**config.mk**
```make
export PLATFORM = sky130hd
export DESIGN_NAME = alu
export DESIGN_NICKNAME = d
export VERILOG_FILES = /design/src/verilog/corePkg.sv /design/src/verilog/alu.sv
export VERILOG_INCLUDE_DIRS = /design/src /design/src/verilog
export SDC_FILE = /design/constraint.sdc
export NUM_CORES = 1
export LEC_CHECK = 0
export ABC_AREA = 1
export BUFFER_PORTS_ARGS = -buffer_cell sky130_fd_sc_hd__buf_2
export CELL_PAD_IN_SITES_DETAIL_PLACEMENT = 1
export CELL_PAD_IN_SITES_GLOBAL_PLACEMENT = 1
export CORE_MARGIN = 5
export CORE_UTILIZATION = 43
export DETAILED_ROUTE_END_ITERATION = 12
export PLACE_DENSITY_LB_ADDON = 0.1
export SETUP_SLACK_MARGIN = 0.4
export SLEW_MARGIN = 20
export SYNTH_ARGS = -nofsm -noshare
export SYNTH_HDL_FRONTEND = slang
export SYNTH_SLANG_ARGS = --single-unit
```
**constraint.sdc**
```tcl
create_clock -name vclk -period 6
set_clock_uncertainty 0.15 [all_clocks]
set_input_delay 0.6 -clock vclk [all_inputs]
set_output_delay 0.6 -clock vclk [all_outputs]
set_load 0.02 [all_outputs]
```
**src/verilog/core_macros.svh**
```systemverilog
// core macros: widths and depths of the program counter, register file and memories
`ifndef CORE_MACROS_SVH
`define CORE_MACROS_SVH

// the PC addresses the instruction memory directly, one word per step
`define PC_WIDTH 6
`define IMEM_DEPTH 64

`define DMEM_DEPTH 256

`define REG_COUNT 32
`define REG_ADDR_WIDTH 5

`endif

```
**src/verilog/corePkg.sv**
```systemverilog
// corePkg: microarchitecture types for data words, addresses, ALU operations and run state
`include "core_macros.svh"

package corePkg;

	typedef logic [31:0] word_t;

	typedef logic [`PC_WIDTH-1:0] pc_t;

	typedef logic [`REG_ADDR_WIDTH-1:0] regAddr_t;

	typedef enum logic [2:0] {
		aluAdd = 3'd0,
		aluSub = 3'd1,
		aluAnd = 3'd2,
		aluOr = 3'd3,
		aluSlt = 3'd4
	} aluOp_e;

	// halted differs from idle only in that a program has run since reset
	typedef enum logic [1:0] {
		idle = 2'd0,
		run = 2'd1,
		halted = 2'd2
	} runState_e;

endpackage

```
**src/verilog/alu.sv**
```systemverilog
// alu: 32-bit add, subtract, and, or and signed set-less-than with a zero flag
module alu import corePkg::*; (
	input word_t operand1,
	input word_t operand2,
	input aluOp_e op,
	output word_t result,
	output logic zero
);

	always_comb begin
		case (op)
			aluAdd: result = operand1 + operand2;
			aluSub: result = operand1 - operand2;
			aluAnd: result = operand1 & operand2;
			aluOr: result = operand1 | operand2;
			aluSlt: begin
				result = '0;
				result[0] = $signed(operand1) < $signed(operand2); // two's complement compare
			end
			default: result = '0;
		endcase
	end

	assign zero = (result == '0); // beq tests this after a subtract

endmodule

```
-- Word-level counts from Yosys, hierarchy flattened
Index checks and enable logic that the tools add are counted.
- register bits: 0
- logic and storage cells: 12
- $lt $le $gt $ge: 1
- bitwise logic cells: 2
- $add $sub $neg: 2
- multiplexer cells: 1
- reductions and logical operators: 2
- equality and inequality tests: 4
- operators with widths (kind ; number):
    32-bit one-hot mux with 5 select lines ; 1
    32-bit adder ; 1
    32-bit AND ; 1
    32-bit logical NOT ; 1
    32-bit < comparator ; 1
    32-bit OR ; 1
    32-bit subtractor ; 1
    3-bit by 2-bit == test with 1-bit output, second input constant ; 2
    3-bit by 1-bit == test with 1-bit output, second input constant ; 1
    3-bit == test, second input constant ; 1
    3-bit logical NOT ; 1

-- Longest topological paths before layout
- word-level depth: 3
- gate-level depth with buffers: 22
- depth with buffers taken out: 21

-- Worst setup path before layout
OpenSTA, ideal clock, no wires.
- path type: in2out
- from: input operand1[0]
- to: output zero
- setup slack: 2.566 ns
- path buffers: 0
- arrival time: 2.684 ns
- required time: 5.250 ns
- cell stages on the path: 16
- path through: ha_1 fa_1 nand3_1 nand3_1 nand2_1 nand3_1 nand2_1 nand2_1 xor2_1 nand2_1 nand3_1 nor2_1 nand2_1 nor2_2 nand2_1 nor2_2
- longest elaborated chain between the ends: 3
- elaborated cells between the ends (all ways): 7
- RTL lines (element ; line ; source):
    start, declared ; alu.sv:3 ; input word_t operand1,
    32-bit subtractor / 32-bit adder (equally long branches) ; alu.sv:13, alu.sv:12 ;
    32-bit one-hot mux with 5 select lines * ; alu.sv:11 ; case (op)
    via result[16] ; alu.sv:6 ; output word_t result,
    32-bit logical NOT * ; alu.sv:24 ; assign zero = (result == '0);
    end, declared ; alu.sv:7 ; output logic zero
Mark *: on every way through the listed nets, which the timed path passes. The rest lies on a longest branch.

-- Worst setup path after layout
- from: input operand2[0]
- to: output zero
- longest elaborated chain between the ends: 3
- elaborated cells between the ends (all ways): 7
- RTL lines (element ; line ; source):
    start, declared ; alu.sv:4 ; input word_t operand2,
    32-bit subtractor, or another cell as far along ; alu.sv:13 ; aluSub: result = operand1 - operand2;
    32-bit one-hot mux with 5 select lines * ; alu.sv:11 ;
    32-bit logical NOT * ; alu.sv:24 ;
Every way passes the cells marked *; elsewhere a longest branch is shown, timed or not.

==> results.cfg <==
[global_routing]
first_global_vias = 8148
antenna_found_initial = 0
grt_use_total_pct = 29.4
grt_pass1_wl_mm = 43.2
grt_max_degree = 33
gr-total-overflow = 0

[logic_synthesis]
syn_avg_cell_area_um2 = 5.07
syn_area_um2 = 6820
yosys.cell_types.count = 37
seq_area_frac_synth_pct = 0
mappedNetlistNets = 1519
syn-instance-count = 1345
ys_warn_count = 0

[clocking]
cts_setup_buffers = 0
cts_hold_buf = 0
cts_resized = 0

[layout]
layout.nets = 1591
seq_cells = 0
area_delta_synth_final_pct = 8.24
fin_area_um2 = 7380
seqCellArea_um2 = 0
final_util_pct = 47.0
diodes = 0
drive_gt1_share_pct = 11.8
clkbuf_count = 0

[drt]
vias = 8425
drtPass1Iterations = 5
drt-initial-drc-count = 564
ant_nets = 0
wl_per_cell_um = 17.0
routed_wirelength_mm = 27.7
drc_errors = 0
avgViaCountPerCell = 5.17

[floorplanning]
io_pins = 100
dieArea_um2 = 18500
fp.coreArea_um2 = 15700
fp.dieH_um = 136
initial_core_util_pct = 43.4
row_count = 46
die_width_um = 136

[timing]
rsz0062_at_grt = false
hold_violations = 0
min_period_ns = 4.22
timing.final.crit_share_pct = 70.3
clock.fmax_ghz = 0.237
slew_headroom_pct = 40.8
drv_slew = 0
worst_pin_slew_ns = 0.887
tns_ns = 0
finalSetupViolations = 0

[pwr]
power_uw = 707
peakVddDrop_mv = 0.0391
leakage_uw = 0.00489
power_density_nw_per_um2 = 95.8

[placed_design]
dpl_cell_area_um2 = 7380
io_buffers = 100
globalplace.congestion = 0.970
dp_hpwl_mm = 24.2

[worst_setup_path]
crit_path_end_kind = output pin
path_max_fanout = 4
worstPathArrival_ns = 3.47
required_ns = 5.25
critPathKind = input port to output pin
cp-start-kind = input port

[job]
cap_violations = 0

[status]
status = finished clean

[min_path]
hp-class = input port to output pin
==> layout by cell type, fill, tap and decap left out, types with 9 or more instances in the layout <==
cell type and n:
nand3b_1 11, ha_1 105, nor2_1 93, nand2_1 473, o22ai_1 22, nand3_2 17, inv_1 327, o21ai_0 25
nand2_2 9, nand3_1 103, buf_2 100, nor2_2 18, nand4_1 11, a21oi_1 43
==> critical path, stage by stage <==
cell and delay, ns:
buf_2 0.12, ha_1 0.29, fa_1 0.47, nand3_1 0.10
nand3_1 0.19, nand3_1 0.13, nand3b_1 0.27, nand2_1 0.20
nand3_1 0.09, nand3_1 0.10, nand3b_1 0.15, nor2_1 0.13
nand2_1 0.11, nor2_2 0.16, nand2_1 0.09, nor2_2 0.09
buf_2 0.17
==> power by group <==
part / switching (uW) / total, uW / internal, uW
Clock: 0 / 0 / 0
Combinational: 499 / 707 / 208
Sequential: 0 / 0 / 0
==> worst paths after layout <==
kind / startpoint / endpoint / slack (ns) / cells past startpoint
max: operand2[0] / zero / 1.78 / 17
min: op[0] / result[0] / 1.54 / 5
==> cells by family after synthesis <==
group                      share of synthesized area (%)
AOI/OAI and AO/OA                                   9.23
xor gates and xnor gates                           0.385
and+or+nand+nor                                     48.4
adders and majority gates                           19.8
buffers and inverters                               22.2
==> cells in the mapped netlist, types with 5 or more instances <==
| library cell | number | share of area, % |
|---|---|---|
| nand2_1 | 473 | 26 |
| inv_1 | 327 | 18 |
| ha_1 | 105 | 19 |
| nand3_1 | 104 | 7.6 |
| nor2_1 | 93 | 5.1 |
| a21oi_1 | 43 | 3.2 |
| o21ai_0 | 25 | 1.8 |
| o22ai_1 | 22 | 2.0 |
| nor2_2 | 18 | 1.7 |
| nand3_2 | 16 | 2.3 |
| buf_2 | 14 | 1.0 |
| nand3b_1 | 11 | 1.2 |
| nand4_1 | 11 | 1.0 |
| nand2_2 | 9 | 0.83 |
| buf_6 | 7 | 1.2 |
| inv_2 | 7 | 0.39 |
| nor3_1 | 7 | 0.51 |
| o2111ai_1 | 6 | 0.77 |
| buf_4 | 5 | 0.55 |
==> routing by layer <==
metal  up-vias  share of wire (%)  global-route usage [%]
met2       253                 43                    48.3
met4         0               0.70                    1.74
li1       4210                  -                       -
met5         -                  0                       0
met1      3947                 48                    43.2
met3        15                7.4                    3.40
==> final cells by class <==
| cell class | instances | area (um2) |
|---|---|---|
| Multi-Input combinational cell | 974 | 5320 |
| Fill cell | 2487 | 8330 |
| Timing Repair Buffer | 103 | 523 |
| Inverter | 338 | 1270 |
| Tap cell | 216 | 270 |
==> stage by stage <==
step	setup slack, ns	hold WS (ns)	cells
after floorplan	2.57	1.26	1345
after global placement	1.85	1.52	1631
after detailed placement	1.84	1.54	1631
after CTS	1.83	1.55	1631
after global routing	1.57	1.57	1631
final	1.78	1.54	1631
(Power assumes the default switching activity.)
