[src/verilog/core_macros.svh]
// core macros: widths and depths of the program counter, register file and memories
`ifndef CORE_MACROS_SVH
`define CORE_MACROS_SVH

// the PC addresses the instruction memory directly, one word per step
`define PC_WIDTH 6
`define IMEM_DEPTH 64

`define DMEM_DEPTH 256

`define REG_COUNT 32
`define REG_ADDR_WIDTH 5

`endif

[src/verilog/corePkg.sv]
// corePkg: microarchitecture types for data words, addresses, ALU operations and run state
`include "core_macros.svh"

package corePkg;

	typedef logic [31:0] word_t;

	typedef logic [`PC_WIDTH-1:0] pc_t;

	typedef logic [`REG_ADDR_WIDTH-1:0] regAddr_t;

	typedef enum logic [2:0] {
		aluAdd = 3'd0,
		aluSub = 3'd1,
		aluAnd = 3'd2,
		aluOr = 3'd3,
		aluSlt = 3'd4
	} aluOp_e;

	// halted differs from idle only in that a program has run since reset
	typedef enum logic [1:0] {
		idle = 2'd0,
		run = 2'd1,
		halted = 2'd2
	} runState_e;

endpackage

[src/verilog/registerFile.sv]
// registerFile: 32 general registers with two operand reads, a debug read and one write
`include "core_macros.svh"

module registerFile import corePkg::*; (
	input logic clk,
	input logic rst,
	input logic write,
	input regAddr_t readAddr1,
	input regAddr_t readAddr2,
	input regAddr_t writeAddr,
	input regAddr_t dbgAddr,
	input word_t writeData,
	output word_t readData1,
	output word_t readData2,
	output word_t dbgData
);

	word_t regs [`REG_COUNT];

	always_ff @(posedge clk or negedge rst) begin
		if (!rst) begin
			for (int i = 0; i < `REG_COUNT; i++) begin
				regs[i] <= '0;
			end
		end else if (write && writeAddr != '0) begin
			regs[writeAddr] <= writeData; // register 0 is never written
		end
	end

	// a read in the writing cycle sees the old value since there is no bypass
	always_comb begin
		readData1 = (readAddr1 == '0) ? '0 : regs[readAddr1];
		readData2 = (readAddr2 == '0) ? '0 : regs[readAddr2];
		dbgData = (dbgAddr == '0) ? '0 : regs[dbgAddr];
	end

endmodule

[config.mk]
export PLATFORM = sky130hd
export DESIGN_NAME = registerFile
export DESIGN_NICKNAME = d
export VERILOG_FILES = /design/src/verilog/corePkg.sv /design/src/verilog/registerFile.sv
export VERILOG_INCLUDE_DIRS = /design/src /design/src/verilog
export SDC_FILE = /design/constraint.sdc
export NUM_CORES = 2
export LEC_CHECK = 0
export BUFFER_PORTS_ARGS = -buffer_cell sky130_fd_sc_hd__buf_4
export CORE_ASPECT_RATIO = 1.75
export CORE_MARGIN = 2
export CORE_UTILIZATION = 40
export CTS_BUF_LIST = sky130_fd_sc_hd__clkbuf_4
export DETAILED_ROUTE_END_ITERATION = 16
export HOLD_SLACK_MARGIN = 0.15
export PLACE_DENSITY = 0.59
export SLEW_MARGIN = 20
export SYNTH_ARGS = -nofsm -noshare
export SYNTH_HDL_FRONTEND = slang
export SYNTH_SLANG_ARGS = --single-unit
[constraint.sdc]
create_clock -name clk -period 2.2 [get_ports clk]
set_input_delay 0.33 -clock clk [delete_from_list [all_inputs] [get_ports clk]]
set_output_delay 0.33 -clock clk [all_outputs]
set_load 0.005 [all_outputs]
# ---- Word level (Yosys, flattened, before mapping)
# Index checks and enable logic that the tools add are counted.
dict set report classes {
  muxes 15
  bitwise_logic 4
  magnitude_cmp 5
  reduce_logical 6
}
# operator count
set op_table {}
lappend op_table {{1024-bit bitwise mux} 1}
lappend op_table {{32-bit binary-select mux with 5-bit select} 3}
lappend op_table {{32-bit two-way mux} 10}
lappend op_table {{32-bit demux with 5-bit select} 1}
lappend op_table {{6-bit >= comparator (second input constant)} 4}
lappend op_table {{5-bit NOT with 6-bit output} 4}
lappend op_table {{5-bit logical NOT} 3}
lappend op_table {{6-bit by 1-bit < comparator with 1-bit output (second input constant)} 1}
lappend op_table {{5-bit nonzero test} 1}
lappend op_table {{1-bit logical AND} 2}
dict set report word_totals {
  regBits 1024
  out_inout_bits 96
  input_bits 55
  elab_cells 62
}

# ---- Longest topological paths before layout
dict set report logic_depth {
  word_depth 6
  mapped_depth 10
  mapped_depth_nobuf 4
}

# ---- Worst setup path after synthesis
# OpenSTA, ideal clock, no wires.
dict set report synth_timing {
  path_type {input port to output port}
  from {in dbgAddr[1]}
  to {out dbgData[20]}
  path_stages 7
  t_arrival_ns 1.993
  slack_ns -0.123
  required_time_ns 1.870
  path_buffers 3
  cell_sequence {buf_2 -> buf_4 -> buf_2 -> mux4_2 -> mux2_2 -> o22ai_1 -> nor3_1}
}
dict set report synth_between {
  elab_chain_len 5
  elab_cells_between_ends 6
  cone_classes {mux (4); bitwise (1); reduce/logical (1)}
}
# item line
set synth_lines {}
lappend synth_lines {{start, declared} registerFile.sv:11} ;# input regAddr_t dbgAddr,
lappend synth_lines {{5-bit NOT with 6-bit output (implied by the code)} registerFile.sv:34} ;# dbgData = (dbgAddr == '0) ? '0 : regs[dbgAddr];
lappend synth_lines {{32-bit binary-select mux with 5-bit select} registerFile.sv:34}
lappend synth_lines {{32-bit two-way mux (implied by the code) (2 in a row)} registerFile.sv:34}
lappend synth_lines {{32-bit two-way mux *} registerFile.sv:34}
lappend synth_lines {{end, declared} registerFile.sv:15} ;# output word_t dbgData
# Mark *: on every way between the ends. The rest lies on a longest branch, timed or not. The select of a mux whose other input is x is not followed.

# ---- Worst setup path after layout
dict set report layout_timing {
  from {reg regs[95] (netlist name)}
  to {out readData2[31]}
}
dict set report layout_between {
  elab_chain_len 4
}
# item line
set layout_lines {}
lappend layout_lines {{start, declared} registerFile.sv:18} ;# word_t regs [`REG_COUNT];
lappend layout_lines {{start signal, assigned by index} registerFile.sv:26} ;# regs[writeAddr] <= writeData;
lappend layout_lines {{32-bit binary-select mux with 5-bit select} registerFile.sv:33} ;# readData2 = (readAddr2 == '0) ? '0 : regs[readAddr2];
lappend layout_lines {{32-bit two-way mux (implied by the code) (2 in a row)} registerFile.sv:33}
lappend layout_lines {{32-bit two-way mux} registerFile.sv:33}
lappend layout_lines {{end, declared} registerFile.sv:14} ;# output word_t readData2,
# Every way passes these cells. The select of a mux whose other input is x is not followed.

==> metrics.txt <==
status=complete, but fails checks; failing checks=setup timing; initial antenna violation count=18; final worst setup slack=-1.24 ns; Die X=302 um; synthesis-to-layout area growth=29.4%; clk_skew=0 ns; Final Max Tran Viols=0; first-pass GRT wire length=371,000 um; share of cells above drive strength 1=67.0%; fin nets=5,260; CP Capture Point=readData2[31]; CTS root buf=clkbuf_4; DRT iter0 DRCs=4,742; Initial Util=40.3%; Clock Latency Late Sink=1.20 ns; ANT nets after route=0; area leader, netlist=dfrtp_1; GRT overflow=0; CP startpoint kind=flop; worst path cell trace=buf_4 > mux4_2 > mux4_2 > o22ai_4 > nor3_4 > buf_4; Setup CP Type=reg -> out; CTS sink count=1,024; FMAX=291 MHz; via count of the first global-routing pass=51.5k; Ys Warns=0; DRC=0; Largest register FFs=1,024; Combinational Power Share=32.9%; Final Cycle Share=156%; commonest non-fill, non-tap cell in the layout=mux2_2; largest registers=regs x1024; reg2reg path depth=3; Setup Slack @ Placement=-0.922 ns; crit path from=regs[95]; Peak VDD IR=0.000400 V; Seq/Total Area, Yosys=41.1%; number of CTS-inserted buffers=246; Sequential Power Share=41.7%; FP Rows=191; max incr delay on CP=0.54 ns; switching share of power=32.0%; # port buffers=150; Slew @ Worst Pin=1.07 ns; top_reg_cell synth=dfrtp_1; Cell Int Power=0.0420 W; All-Layer GR Usage=32.6%; Post-synth EDFFs=0; post-layout min period=3.44 ns; slowest CP cell=mux4_2; FF-to-FF setup slack=0.73 ns; FF-to-FF End=regs[396]; Area contributors post-synth=dfrtp_1 (41%), mux4_2 (25%), mux2_2 (19%); Synth Instances=4,204; unrepaired setup endpoints after global routing=yes; Routed WL per cell=34.9 um; total power=0.0617 W; Synth top area share=41.1%; Crit Path Max Fanout=3; Hold Path Class=in -> reg; post-route cell area=0.0807 sq mm; synthesized area=0.0624 sq mm; RR Startpoint=regs[396]; die area=0.159 sq mm; fillers=13.1k; fraction of registers with async set/reset=100%; Yosys cell types=41; Fin. Hold Viols=0; Finish-stage setup viols=96; sw power=0.0197 W; RD Place Congestion=0.927; total negative setup slack=-101.27 ns; Core ar.=0.155 sq mm; CTS max path bufs=4; dpl cell area=0.0740 sq mm; Reg clk slew, reported paths=0.08 ns; Post-Route WL=259,000 um; clock share of power=25.3%; io pins=151; FF+latch count, synth=1,024; total number of vias=48.3k; Req. time, crit path=1.87 ns; TritonRoute pass-1 iters=6; Mapped Nets=4,259; Worst Setup End Kind=output pin; Static Leak=35.1 nW; TritonCTS clock tree=yes; total number of H-tree levels=4; Rel. slew slack=28.6%; synthesized area per cell=14.8 sq um; Die H=526 um; largest net degree at the start of global routing=65; hpwl dp=177,000 um; Top reg by flops=regs; CP arrival=3.11 ns; Pwr Density=765 mW/mm^2; routed via count divided by cell count=6.52; most frequent cells in the layout=mux2_2 (1,044), dfrtp_1 (1,024), buf_4 (919); maxcap violations=0
==> synth_stat cells, types with 2 or more instances <==
master,count
mux2_2,1056
dfrtp_1,1024
mux4_2,680
mux2i_1,283
clkbuf_1,267
buf_2,111
o22ai_1,94
a22oi_1,79
nor3_1,67
buf_1,66
a211oi_1,56
nor2b_1,50
buf_4,49
a22o_1,47
a21oi_1,40
nand2_1,31
a2111oi_0,29
o221ai_1,25
nor4_1,23
nor2_1,21
and2_1,18
buf_6,17
o32ai_1,14
nand2b_1,9
a32o_1,7
nand3b_1,5
a21o_1,4
a221oi_1,4
nand3_1,4
nor3b_1,4
or2_2,4
and3_1,3
or3b_2,3
clkinv_1,2
o21ai_0,2
==> final cells by class <==
class	count	area (sq um)	share of cell area (%)
multi-input cells	2667	37100	46.0
flip-flops and latches	1024	25600	31.8
repair buffers	1264	12500	15.5
clock buffers	349	2620	3.25
well taps	2026	2530	3.14
clock inverters	76	324	0.402
diodes	9	22.5	0.0279
inverters	2	7.51	0.00931
==> metrics by stage <==
step / utilization (%) / instances / hold WS, ns
final: 52.1 / 7417 / 0.231
after global placement: 47.8 / 6877 / 0.271
after floorplan: - / 4204 / 0.0344
after CTS: 51.8 / 7391 / 0.151
after detailed placement: 47.8 / 6877 / 0.277
after global routing: 52.1 / 7411 / 0.222
==> cells by family after synthesis <==
family / Yosys count / synth area share [%]
buffers and inverters: 513 / 3.82
flip-flops: 1024 / 41.1
multiplexers: 2019 / 48.2
AO/OA/AOI/OAI: 403 / 4.76
AND/OR/NAND/NOR: 245 / 2.16
==> worst max-delay path: cells and delay by family, from the launching register on <==
family / cells / cell delay, ns
flip-flops: 1 / 0.39
AO/OA/AOI/OAI: 1 / 0.15
multiplexers: 2 / 1.02
AND/OR/NAND/NOR: 1 / 0.08
buffers and inverters: 2 / 0.31
==> repair_timing <==
action,4_1_cts,5_1_grt
pin swaps,147,55
cloned,0,1
gates resized for setup,439,61
endpoints found under the setup margin,96,151
endpoints found under the hold margin,2016,0
buffers inserted,65,22
hold buffers,63,0
==> worst min-delay path by stage <==
| stage | from | endpoint | slack, ns | depth (start not counted) |
|---|---|---|---|---|
| 3_3_place_gp | rst | regs[327] | 0.27 | 1 |
| 6_report | writeData[14] | regs[494] | 0.23 | 3 |
| 3_5_place_dp | rst | regs[327] | 0.28 | 1 |
| 4_1_cts | writeData[14] | regs[462] | 0.15 | 3 |
| 2_1_floorplan | rst | regs[0] | 0.03 | 0 |
| 5_1_grt | writeData[29] | regs[413] | 0.22 | 3 |
==> power by group through the flow <==
stage	combinational [W]	clock, W	sequential (W)
3_3_place_gp	0.0178	0	0.0258
3_5_place_dp	0.0182	0	0.0260
2_1_floorplan	0.0110	0	0.0249
5_1_grt	0.0214	0.0168	0.0261
4_1_cts	0.0199	0.0159	0.0256
6_report	0.0203	0.0156	0.0257
==> per-layer routing <==
| metal | up-vias | share of wire (%) | wire, um | track usage [%] |
|---|---|---|---|---|
| met1 | 25543 | 35 | 91700 | 38.8 |
| met2 | 2795 | 48 | 123000 | 52.5 |
| met5 | - | 0.036 | 92 | 0 |
| met4 | 14 | 8.1 | 20800 | 21.9 |
| li1 | 18991 | - | - | - |
| met3 | 994 | 8.7 | 22600 | 7.46 |
Note: power is estimated with default switching activity, not from simulation.
