File: src/verilog/core_macros.svh
// core macros: widths and depths of the program counter, register file and memories
`ifndef CORE_MACROS_SVH
`define CORE_MACROS_SVH

// the PC addresses the instruction memory directly, one word per step
`define PC_WIDTH 6
`define IMEM_DEPTH 64

`define DMEM_DEPTH 256

`define REG_COUNT 32
`define REG_ADDR_WIDTH 5

`endif

File: src/verilog/corePkg.sv
// corePkg: microarchitecture types for data words, addresses, ALU operations and run state
`include "core_macros.svh"

package corePkg;

	typedef logic [31:0] word_t;

	typedef logic [`PC_WIDTH-1:0] pc_t;

	typedef logic [`REG_ADDR_WIDTH-1:0] regAddr_t;

	typedef enum logic [2:0] {
		aluAdd = 3'd0,
		aluSub = 3'd1,
		aluAnd = 3'd2,
		aluOr = 3'd3,
		aluSlt = 3'd4
	} aluOp_e;

	// halted differs from idle only in that a program has run since reset
	typedef enum logic [1:0] {
		idle = 2'd0,
		run = 2'd1,
		halted = 2'd2
	} runState_e;

endpackage

File: src/verilog/isaPkg.sv
// isaPkg: instruction encoding with opcode and funct values and the instruction field layout
package isaPkg;

	typedef enum logic [5:0] {
		rType = 6'd0,
		beq = 6'd4,
		addi = 6'd8,
		lw = 6'd35,
		sw = 6'd43,
		hlt = 6'd63
	} opcode_e;

	typedef enum logic [5:0] {
		add = 6'd32,
		sub = 6'd34,
		andOp = 6'd36,
		orOp = 6'd37,
		slt = 6'd42
	} funct_e;

	// R-type layout with the I-type fields overlaying it
	typedef struct packed {
		opcode_e opcode;
		logic [4:0] rs;
		logic [4:0] rt;
		logic [4:0] rd;
		logic [4:0] shamt;
		funct_e funct;
	} instr_t;

	typedef union packed {
		instr_t instr;
		struct packed {
			logic [15:0] upper; // opcode, rs and rt
			logic [15:0] imm;
		} immView;
	} instrImm_t;

endpackage

File: src/verilog/ctrlIf.sv
// ctrlIf: decoded control signals passed from the control unit to the datapath
interface ctrlIf import corePkg::*; ();

	logic regDst; // write rd rather than rt
	logic aluSrc; // second ALU operand is the immediate
	logic memToReg;
	logic regWrite;
	logic memWrite;
	logic branch;
	aluOp_e aluOp;
	logic haltReq;

	modport decoder (
		output regDst, aluSrc, memToReg, regWrite, memWrite, branch, aluOp, haltReq
	);

	modport datapath (
		input regDst, aluSrc, memToReg, regWrite, memWrite, branch, aluOp, haltReq
	);

endinterface

File: src/verilog/controlUnit.sv
// controlUnit: decodes opcode and funct into datapath controls and the halt request
module controlUnit import isaPkg::*, corePkg::*; (
	input instr_t instr,
	ctrlIf.decoder ctrl
);

	always_comb begin
		ctrl.regDst = 1'b0;
		ctrl.aluSrc = 1'b0;
		ctrl.memToReg = 1'b0;
		ctrl.regWrite = 1'b0;
		ctrl.memWrite = 1'b0;
		ctrl.branch = 1'b0;
		ctrl.aluOp = aluAdd;
		ctrl.haltReq = 1'b0;

		case (instr.opcode)
			rType: begin
				ctrl.regDst = 1'b1;
				ctrl.regWrite = 1'b1;
				case (instr.funct)
					add: ctrl.aluOp = aluAdd;
					sub: ctrl.aluOp = aluSub;
					andOp: ctrl.aluOp = aluAnd;
					orOp: ctrl.aluOp = aluOr;
					slt: ctrl.aluOp = aluSlt;
					default: ctrl.regWrite = 1'b0; // unknown funct does nothing
				endcase
			end
			addi: begin
				ctrl.aluSrc = 1'b1;
				ctrl.regWrite = 1'b1;
			end
			lw: begin
				ctrl.aluSrc = 1'b1; // base plus offset
				ctrl.memToReg = 1'b1;
				ctrl.regWrite = 1'b1;
			end
			sw: begin
				ctrl.aluSrc = 1'b1;
				ctrl.memWrite = 1'b1;
			end
			beq: begin
				ctrl.aluOp = aluSub; // equal operands give a zero result
				ctrl.branch = 1'b1;
			end
			hlt: begin
				ctrl.haltReq = 1'b1;
			end
			default: ; // an unknown opcode keeps every write control low and acts as a no-op
		endcase
	end

endmodule

File: src/flat_wrapper.sv
// flat-port wrapper written by rule: the top's interface ports become plain ports
module controlUnit_flat import isaPkg::*, corePkg::*;
  (instr, ctrl_regDst, ctrl_aluSrc, ctrl_memToReg, ctrl_regWrite, ctrl_memWrite, ctrl_branch, ctrl_aluOp, ctrl_haltReq);
  ctrlIf ctrl_i ();
  input instr_t instr;
  output wire logic [$bits(ctrl_i.regDst)-1:0] ctrl_regDst;
  output wire logic [$bits(ctrl_i.aluSrc)-1:0] ctrl_aluSrc;
  output wire logic [$bits(ctrl_i.memToReg)-1:0] ctrl_memToReg;
  output wire logic [$bits(ctrl_i.regWrite)-1:0] ctrl_regWrite;
  output wire logic [$bits(ctrl_i.memWrite)-1:0] ctrl_memWrite;
  output wire logic [$bits(ctrl_i.branch)-1:0] ctrl_branch;
  output wire logic [$bits(ctrl_i.aluOp)-1:0] ctrl_aluOp;
  output wire logic [$bits(ctrl_i.haltReq)-1:0] ctrl_haltReq;
  assign ctrl_regDst = ctrl_i.regDst;
  assign ctrl_aluSrc = ctrl_i.aluSrc;
  assign ctrl_memToReg = ctrl_i.memToReg;
  assign ctrl_regWrite = ctrl_i.regWrite;
  assign ctrl_memWrite = ctrl_i.memWrite;
  assign ctrl_branch = ctrl_i.branch;
  assign ctrl_aluOp = ctrl_i.aluOp;
  assign ctrl_haltReq = ctrl_i.haltReq;
  controlUnit u_core (.instr(instr), .ctrl(ctrl_i));
endmodule
File: config.mk
export PLATFORM = sky130hd
export DESIGN_NAME = controlUnit_flat
export DESIGN_NICKNAME = d
export VERILOG_FILES = /design/src/verilog/corePkg.sv /design/src/verilog/isaPkg.sv /design/src/verilog/ctrlIf.sv /design/src/verilog/controlUnit.sv /design/src/flat_wrapper.sv
export VERILOG_INCLUDE_DIRS = /design/src /design/src/verilog
export SDC_FILE = /design/constraint.sdc
export NUM_CORES = 1
export LEC_CHECK = 0
export BUFFER_PORTS_ARGS = -buffer_cell sky130_fd_sc_hd__clkbuf_2
export CORE_AREA = 10 10 47 49
export DETAILED_ROUTE_END_ITERATION = 6
export DIE_AREA = 0 0 57 59
export PLACE_DENSITY = 0.57
export SKIP_LAST_GASP = 1
export SLEW_MARGIN = 25
export SYNTH_ARGS = -nofsm -noshare
export SYNTH_HDL_FRONTEND = slang
export SYNTH_SLANG_ARGS = --single-unit
File: constraint.sdc
create_clock -name vclk -period 1.3
set_clock_uncertainty 0.15 [all_clocks]
set_input_delay 0.13 -clock vclk [all_inputs]
set_output_delay 0.13 -clock vclk [all_outputs]
set_load 0.01 [all_outputs]
# == Word-level counts from Yosys, hierarchy flattened ==
# Index checks and enable logic that the tools add are counted.
# op_classes
eq_ne,10
reduce_logical,4
n_div,0
order_cmp,0
addsub,0
bitwise_logic,0
shift,0
muxes,10
multipliers,0
# op_table
operator,n
== test 6 bit (second input constant),8
one-hot mux 3 bit (4 select lines),1
2-to-1 mux 1 bit,7
== test 6 x 3 -> 1 bit (second input constant),1
== test 6 x 4 -> 1 bit (second input constant),1
zero test 6 bit,1
one-hot mux 3 bit (2 select lines),1
OR reduction 5 bit,1
OR reduction 3 bit,1
one-hot mux 1 bit (2 select lines),1
OR reduction 2 bit,1
# totals
out_inout_bits,10
ff_bits,0
mem_count,0
ramBits,0
latchBits,0
romBits,0
word_cells,24

# == Logic depth before layout (Yosys ltp) ==
# Gate-level depths: netlist (run 1).
# depth
depth_word,4
ltp_mapped,3
mapped_depth_nobuf,3

# == Least setup slack after synthesis (run 1) ==
# OpenSTA, ideal clock, no wires.
# synth_path
kind,input-to-output
start,in instr[31] (netlist name)
end,out ctrl_aluOp[2]
slack_ns,0.085
path_stages,3
path_buffers,0
t_arrival_ns,0.935
cell_sequence,nor3_4 > nand4_2 > nor4_1
# synth_between
elab_chain_cells,2
elab_cells_between_ends,3
classes_between,eq/ne (1); mux (1); reduce/logical (1)
# synth_lines
item,line_no,source
from (decl),flat_wrapper.sv:5,input instr_t instr;
== test 6 x 3 -> 1 bit / zero test 6 bit (equally long branches),controlUnit.sv:17,case (instr.opcode)
one-hot mux 3 bit (2 select lines) (*),controlUnit.sv:17,
to (decl),flat_wrapper.sv:12,output wire logic [$bits(ctrl_i.aluOp)-1:0] ctrl_aluOp;
# Every way passes the cells marked *; elsewhere a longest branch is shown, timed or not.

# == Worst setup path after layout (run 1) ==
# layout_path
start,in instr[30] (netlist name)
end,out ctrl_regWrite
# layout_between
elab_chain_cells,3
elab_cells_between_ends,5
classes_between,eq/ne (2); mux (1); reduce/logical (2)
# layout_lines
item,line_no,source
== test 6 x 4 -> 1 bit / == test 6 bit (equally long branches),controlUnit.sv:17,
OR reduction 2 bit (no source line),n/a,
one-hot mux 1 bit (2 select lines) (*),controlUnit.sv:17,
to (decl),flat_wrapper.sv:9,output wire logic [$bits(ctrl_i.regWrite)-1:0] ctrl_regWrite;
# Marks and branches as above.

==> flow_metrics.tcl, run 1 <==
set metrics [dict create \
    io_buffers 22 \
    yosysMostFrequentCell "nor2_1" \
    dieArea_um2 3360 \
    switchingPower_mw 0.0423 \
    clock_buffers 0 \
    drive_gt1_share_pct 63.2 \
    hold_viol 0 \
    seq_area_frac_synth_pct 0 \
    dr.pass1.iters 2 \
    worstHoldStart "instr[3]" \
    synth_cell_types 19 \
    end_kind "output pin" \
    vias_per_cell 4.40 \
    core-area_um2 1400 \
    regArea_um2 0 \
    yosys-top-cells-count "6 x nor2_1, 3 x inv_1, 3 x nand3_1" \
    io_pins 42 \
    relSlewSlack_pct 83.5 \
    pre_cts_slack_ns -0.0695 \
    ctsHoldBuffers 0 \
    pwr-share-comb_pct 100.0 \
    syn2layout_area_growth_pct 109 \
    seq_power_share_pct 0 \
    grt_first_pass_wirelength_mm 1.46 \
    synthesis.nets 61 \
    initial_core_util_pct 14.1 \
    hold_path.class "input pin to output pin" \
    slowest_stage "or4_4" \
    p_clk_share_pct 0 \
    p_leak_nw 0.215 \
    grt_pass1_vias 340 \
    num_vias 321 \
    drtIter0Drc 1 \
    die_h_um 59 \
    crit_chain "clkbuf_2 > or4_4 > o211ai_2 > buf_2" \
    synth_top_area_cell "nor2_1" \
    fin_nets 91 \
    status "completed" \
    ys_warn_count 0 \
    grt_overflow 0 \
    holdPathEnd "ctrl_aluOp[1]" \
    rsz0062_at_grt "yes" \
    switching_share_pct 48.8 \
    die_w_um 57 \
    grt_start_max_net_pins 7 \
    arrival_ns 1.00 \
    path_class "input pin to output pin" \
    fin_crit_sh_pct 98.5 \
    drv_cap 0 \
    hold_ws_ns 0.384 \
    antenna_found_initial 0 \
    required_ns 1.02 \
    fin_ws_ns 0.0192 \
    grt_use_total_pct 4.87 \
    worst_path_largest_cell_delay_ns 0.54 \
    antenna_cells 0 \
    syn_inst 29 \
    cp_max_fo 3 \
    drcViolationCount 0 \
    power.density_nw_per_um2 209 \
    wl_um 875 \
    placed_cell_area_um2 373 \
    worst_pin_slew_ns 0.244 \
    cts_setup_buffers 0 \
    internal-power_mw 0.0443 \
    wire_per_inst_um 12.0 \
    whs_path_depth 3 \
    timing.fmax_mhz 781 \
    stdcell_area_um2 414 \
    place.gp.congestion 0.773 \
    dp_hpwl_um 771 \
    netlist_area_um2 198 \
    drtAntennaViolNets 0 \
    ys_top_cells_by_area "nor2_1 11%, nor3_4 8.2%, nand3_1 7.6%, nor4b_2 7.6%, nand4_2 6.3%" \
    seq_cells 0 \
    setup_viol 0 \
    yosysTopAreaCellShare_pct 11.4 \
    rows 14 \
    final.min_clock_period_ns 1.28 \
    crit_path_start_kind "input pin" \
    irDropWorstVdd_v 0.0000767 \
    syn_avg_cell_area_um2 6.82 \
    drv_slew 0 \
]
routing by layer:
metal / up-vias / share of wire [%] / track usage [%]
li1: 166 / - / -
met4: 0 / 0 / 0
met5: - / 0 / 0
met1: 144 / 42 / 5.29
met3: 0 / 5.0 / 1.07
met2: 11 / 53 / 9.77
per-stage QoR:
stage          total power [mW]  instances  utilization [%]  setup TNS, ns
4_1_cts                  0.0832         73             28.7        -0.0263
2_1_floorplan            0.0240         29                -              0
5_1_grt                  0.0951         73             29.6         -0.167
3_3_place_gp             0.0733         73             26.6         -0.113
3_5_place_dp             0.0755         73             26.6         -0.117
6_report                 0.0865         73             29.6              0
cells in the final DEF, fill, tap and decap left out:
cell type and instances:
clkbuf_2 16, buf_4 6, nor2_1 4, inv_1 3, nand3_1 3, buf_2 3, nor2_2 2, nand2_1 2
buf_6 2, nor3_4 1, nand4_4 1, nor4b_2 1, and3b_1 1, nor3b_1 1, o2111ai_1 1, a21oi_1 1
nand2b_1 1, nor4_2 1, or4_4 1, mux2i_1 1, o21ai_0 1, o211ai_2 1, nor4b_1 1, a21boi_1 1
clkbuf_8 1
logic make-up (layout without fill, tap and decap cells):
| kind of cell | after synthesis | count (layout) | share of synthesized area [%] |
|---|---|---|---|
| simple gates | 20 | 20 | 69.6 |
| compound gates | 5 | 5 | 19.6 |
| buf+inv | 3 | 31 | 5.70 |
| mux | 1 | 1 | 5.06 |
layout make-up:
cell class,count,area [µm²]
Tap cell,16,20.0
Multi-Input combinational cell,26,206
Timing Repair Buffer,28,176
Fill cell,171,987
Inverter,3,11.3
power groups by stage:
stage	Clock, mW	Combinational, mW	Sequential [mW]
after floorplan	0	0.0240	0
after global placement	0	0.0733	0
after detailed placement	0	0.0755	0
after CTS	0	0.0832	0
after global routing	0	0.0951	0
final	0	0.0865	0
worst max path at each step:
stage,from,endpoint,cells past startpoint
3_5_place_dp,instr[31],ctrl_aluOp[2],5
5_1_grt,instr[31],ctrl_aluOp[1],5
3_3_place_gp,instr[31],ctrl_aluOp[2],5
4_1_cts,instr[27],ctrl_aluSrc,6
2_1_floorplan,instr[31],ctrl_aluOp[2],3
6_report,instr[30],ctrl_regWrite,4
worst max-delay path, delay by kind of cell:
family | cells | cell delay (ns)
simple gates | 1 | 0.54
buf+inv | 2 | 0.26
compound gates | 1 | 0.07
timing repair:
action                     CTS  global route
setup endpoints to repair    2             9
pin swaps                    4             1
resized for setup            5            10
gates cloned                 0             0
Note: power is estimated with default switching activity, not from simulation.
==> run 2, diff against run 1 <==
==> constraint.sdc (replaced) <==
create_clock -name vclk -period 1.3
set_clock_uncertainty 0.15 [all_clocks]
set_input_delay 0.26 -clock vclk [all_inputs]
set_output_delay 0.26 -clock vclk [all_outputs]
set_load 0.01 [all_outputs]
==> flow_metrics.tcl, run 2 (synthesis gave the netlist of run 1 again) <==
set metrics [dict create \
    cp_max_fo 3 \
    die_w_um 57 \
    pre_cts_slack_ns -0.340 \
    initial_core_util_pct 14.1 \
    layout.cells.most_common "clkbuf_2" \
    drive_gt1_share_pct 70.0 \
    fin_crit_sh_pct 122 \
    holdPathEnd "ctrl_aluOp[1]" \
    grt_overflow 0 \
    grt_start_max_net_pins 6 \
    syn2layout_area_growth_pct 142 \
    path_class "input pin to output pin" \
    crit_chain "buf_6 > nor3_4 > nand4_4 > nor4b_4 > buf_2" \
    drv_cap 0 \
    seq_cells 0 \
    tns_ns -1.70 \
    grt_first_pass_wirelength_mm 1.39 \
    regArea_um2 0 \
    clock_buffers 0 \
    multiInputGateArea_um2 243 \
    power.density_nw_per_um2 218 \
    drv_slew 0 \
    arrival_ns 1.18 \
    dieArea_um2 3360 \
    critPathBufInv 2 \
    n_fill_cell 163 \
    hold_viol 0 \
    num_vias 335 \
    dr.pass1.iters 2 \
    ctsHoldBuffers 0 \
    worst_pin_slew_ns 0.220 \
    core-area_um2 1400 \
    antenna_found_initial 0 \
    rows 14 \
    final.min_clock_period_ns 1.59 \
    fin_nets 94 \
    hold_path.class "input pin to output pin" \
    timing.fmax_mhz 630 \
    io_pins 42 \
    grt_pass1_vias 347 \
    vias_per_cell 4.41 \
    rsz0062_at_grt "yes" \
    grt_use_total_pct 4.49 \
    irDropWorstVdd_v 0.0000955 \
    slowest_stage "nor4b_4" \
    wire_per_inst_um 11.3 \
    cts_setup_buffers 0 \
    die_h_um 59 \
    worst_path_largest_cell_delay_ns 0.28 \
    crit_path_start_kind "input pin" \
    crit_family "simple AND/OR/NAND/NOR gates" \
    dp_hpwl_um 763 \
    relSlewSlack_pct 85.2 \
    whs_path_depth 3 \
    drcViolationCount 0 \
    end_kind "output pin" \
    fin_ws_ns -0.287 \
    final_cells 76 \
    place.gp.congestion 0.678 \
    violations "setup timing" \
    mostFrequentLayoutCells "12 x clkbuf_2, 9 x buf_4, 6 x buf_2, 4 x nor2_1" \
    drtAntennaViolNets 0 \
    p_leak_nw 0.243 \
    wl_um 860 \
    drtIter0Drc 2 \
    io_buffers 22 \
    status "complete, but fails checks" \
    antenna_cells 0 \
    required_ns 0.89 \
    worstHoldStart "instr[3]" \
    setup_viol 9 \
    place_inst 76 \
]
==> run 2: cell types whose count changed in the layout (fill, tap and decap cells not counted), moves of 2 or more <==
cell      before  now
clkbuf_2      16   12
nor2_4         0    2
buf_2          3    6
nor2_2         2    0
buf_4          6    9
==> run 2: metal layers <==
layer | GRT usage, % | vias up | wire length [µm]
met5 | 0 | - | 0
met4 | 0 | 0 | 0
met3 | 2.15 | 0 | 115
met2 | 6.82 | 19 | 340
met1 | 5.93 | 145 | 404
li1 | - | 171 | -
==> run 2: power breakdown <==
part | internal, mW | switching (mW) | leakage (nW)
Clock | 0 | 0 | 0
Sequential | 0 | 0 | 0
Combinational | 0.0548 | 0.0496 | 0.243
Total | 0.0548 | 0.0496 | 0.243
==> run 2: worst max path at each step <==
stage	end	slack [ns]	startpoint	cells past startpoint
after global routing	ctrl_aluOp[1]	-0.33	instr[27]	5
after floorplan	ctrl_aluOp[1]	-0.1	instr[31]	3
final	ctrl_aluOp[1]	-0.29	instr[27]	5
after CTS	ctrl_aluOp[1]	-0.31	instr[27]	5
after detailed placement	ctrl_aluOp[1]	-0.34	instr[30]	5
after global placement	ctrl_aluOp[1]	-0.31	instr[30]	5
==> run 2: repair_timing <==
action | CTS | global route
setup endpoints to repair | 9 | 10
pin swaps | 2 | 2
resized for setup | 6 | 18
==> run 2: per-stage QoR <==
| stage | power [mW] | utilization, % | cell area [µm²] | hold slack, ns |
|---|---|---|---|---|
| finish | 0.104 | 34.2 | 479 | 0.656 |
| global route | 0.113 | 34.2 | 479 | 0.676 |
| CTS | 0.0953 | 32.1 | 450 | 0.649 |
| detailed placement | 0.0888 | 30.5 | 428 | 0.650 |
| global placement | 0.0876 | 30.5 | 428 | 0.652 |
| floorplan | 0.0284 | - | 230 | 0.396 |
==> run 2: layout make-up <==
class / instances / share of cell area, %
multi-input cells: 26 / 50.7
inverters: 3 / 2.35
repair buffers: 31 / 42.8
well taps: 16 / 4.18
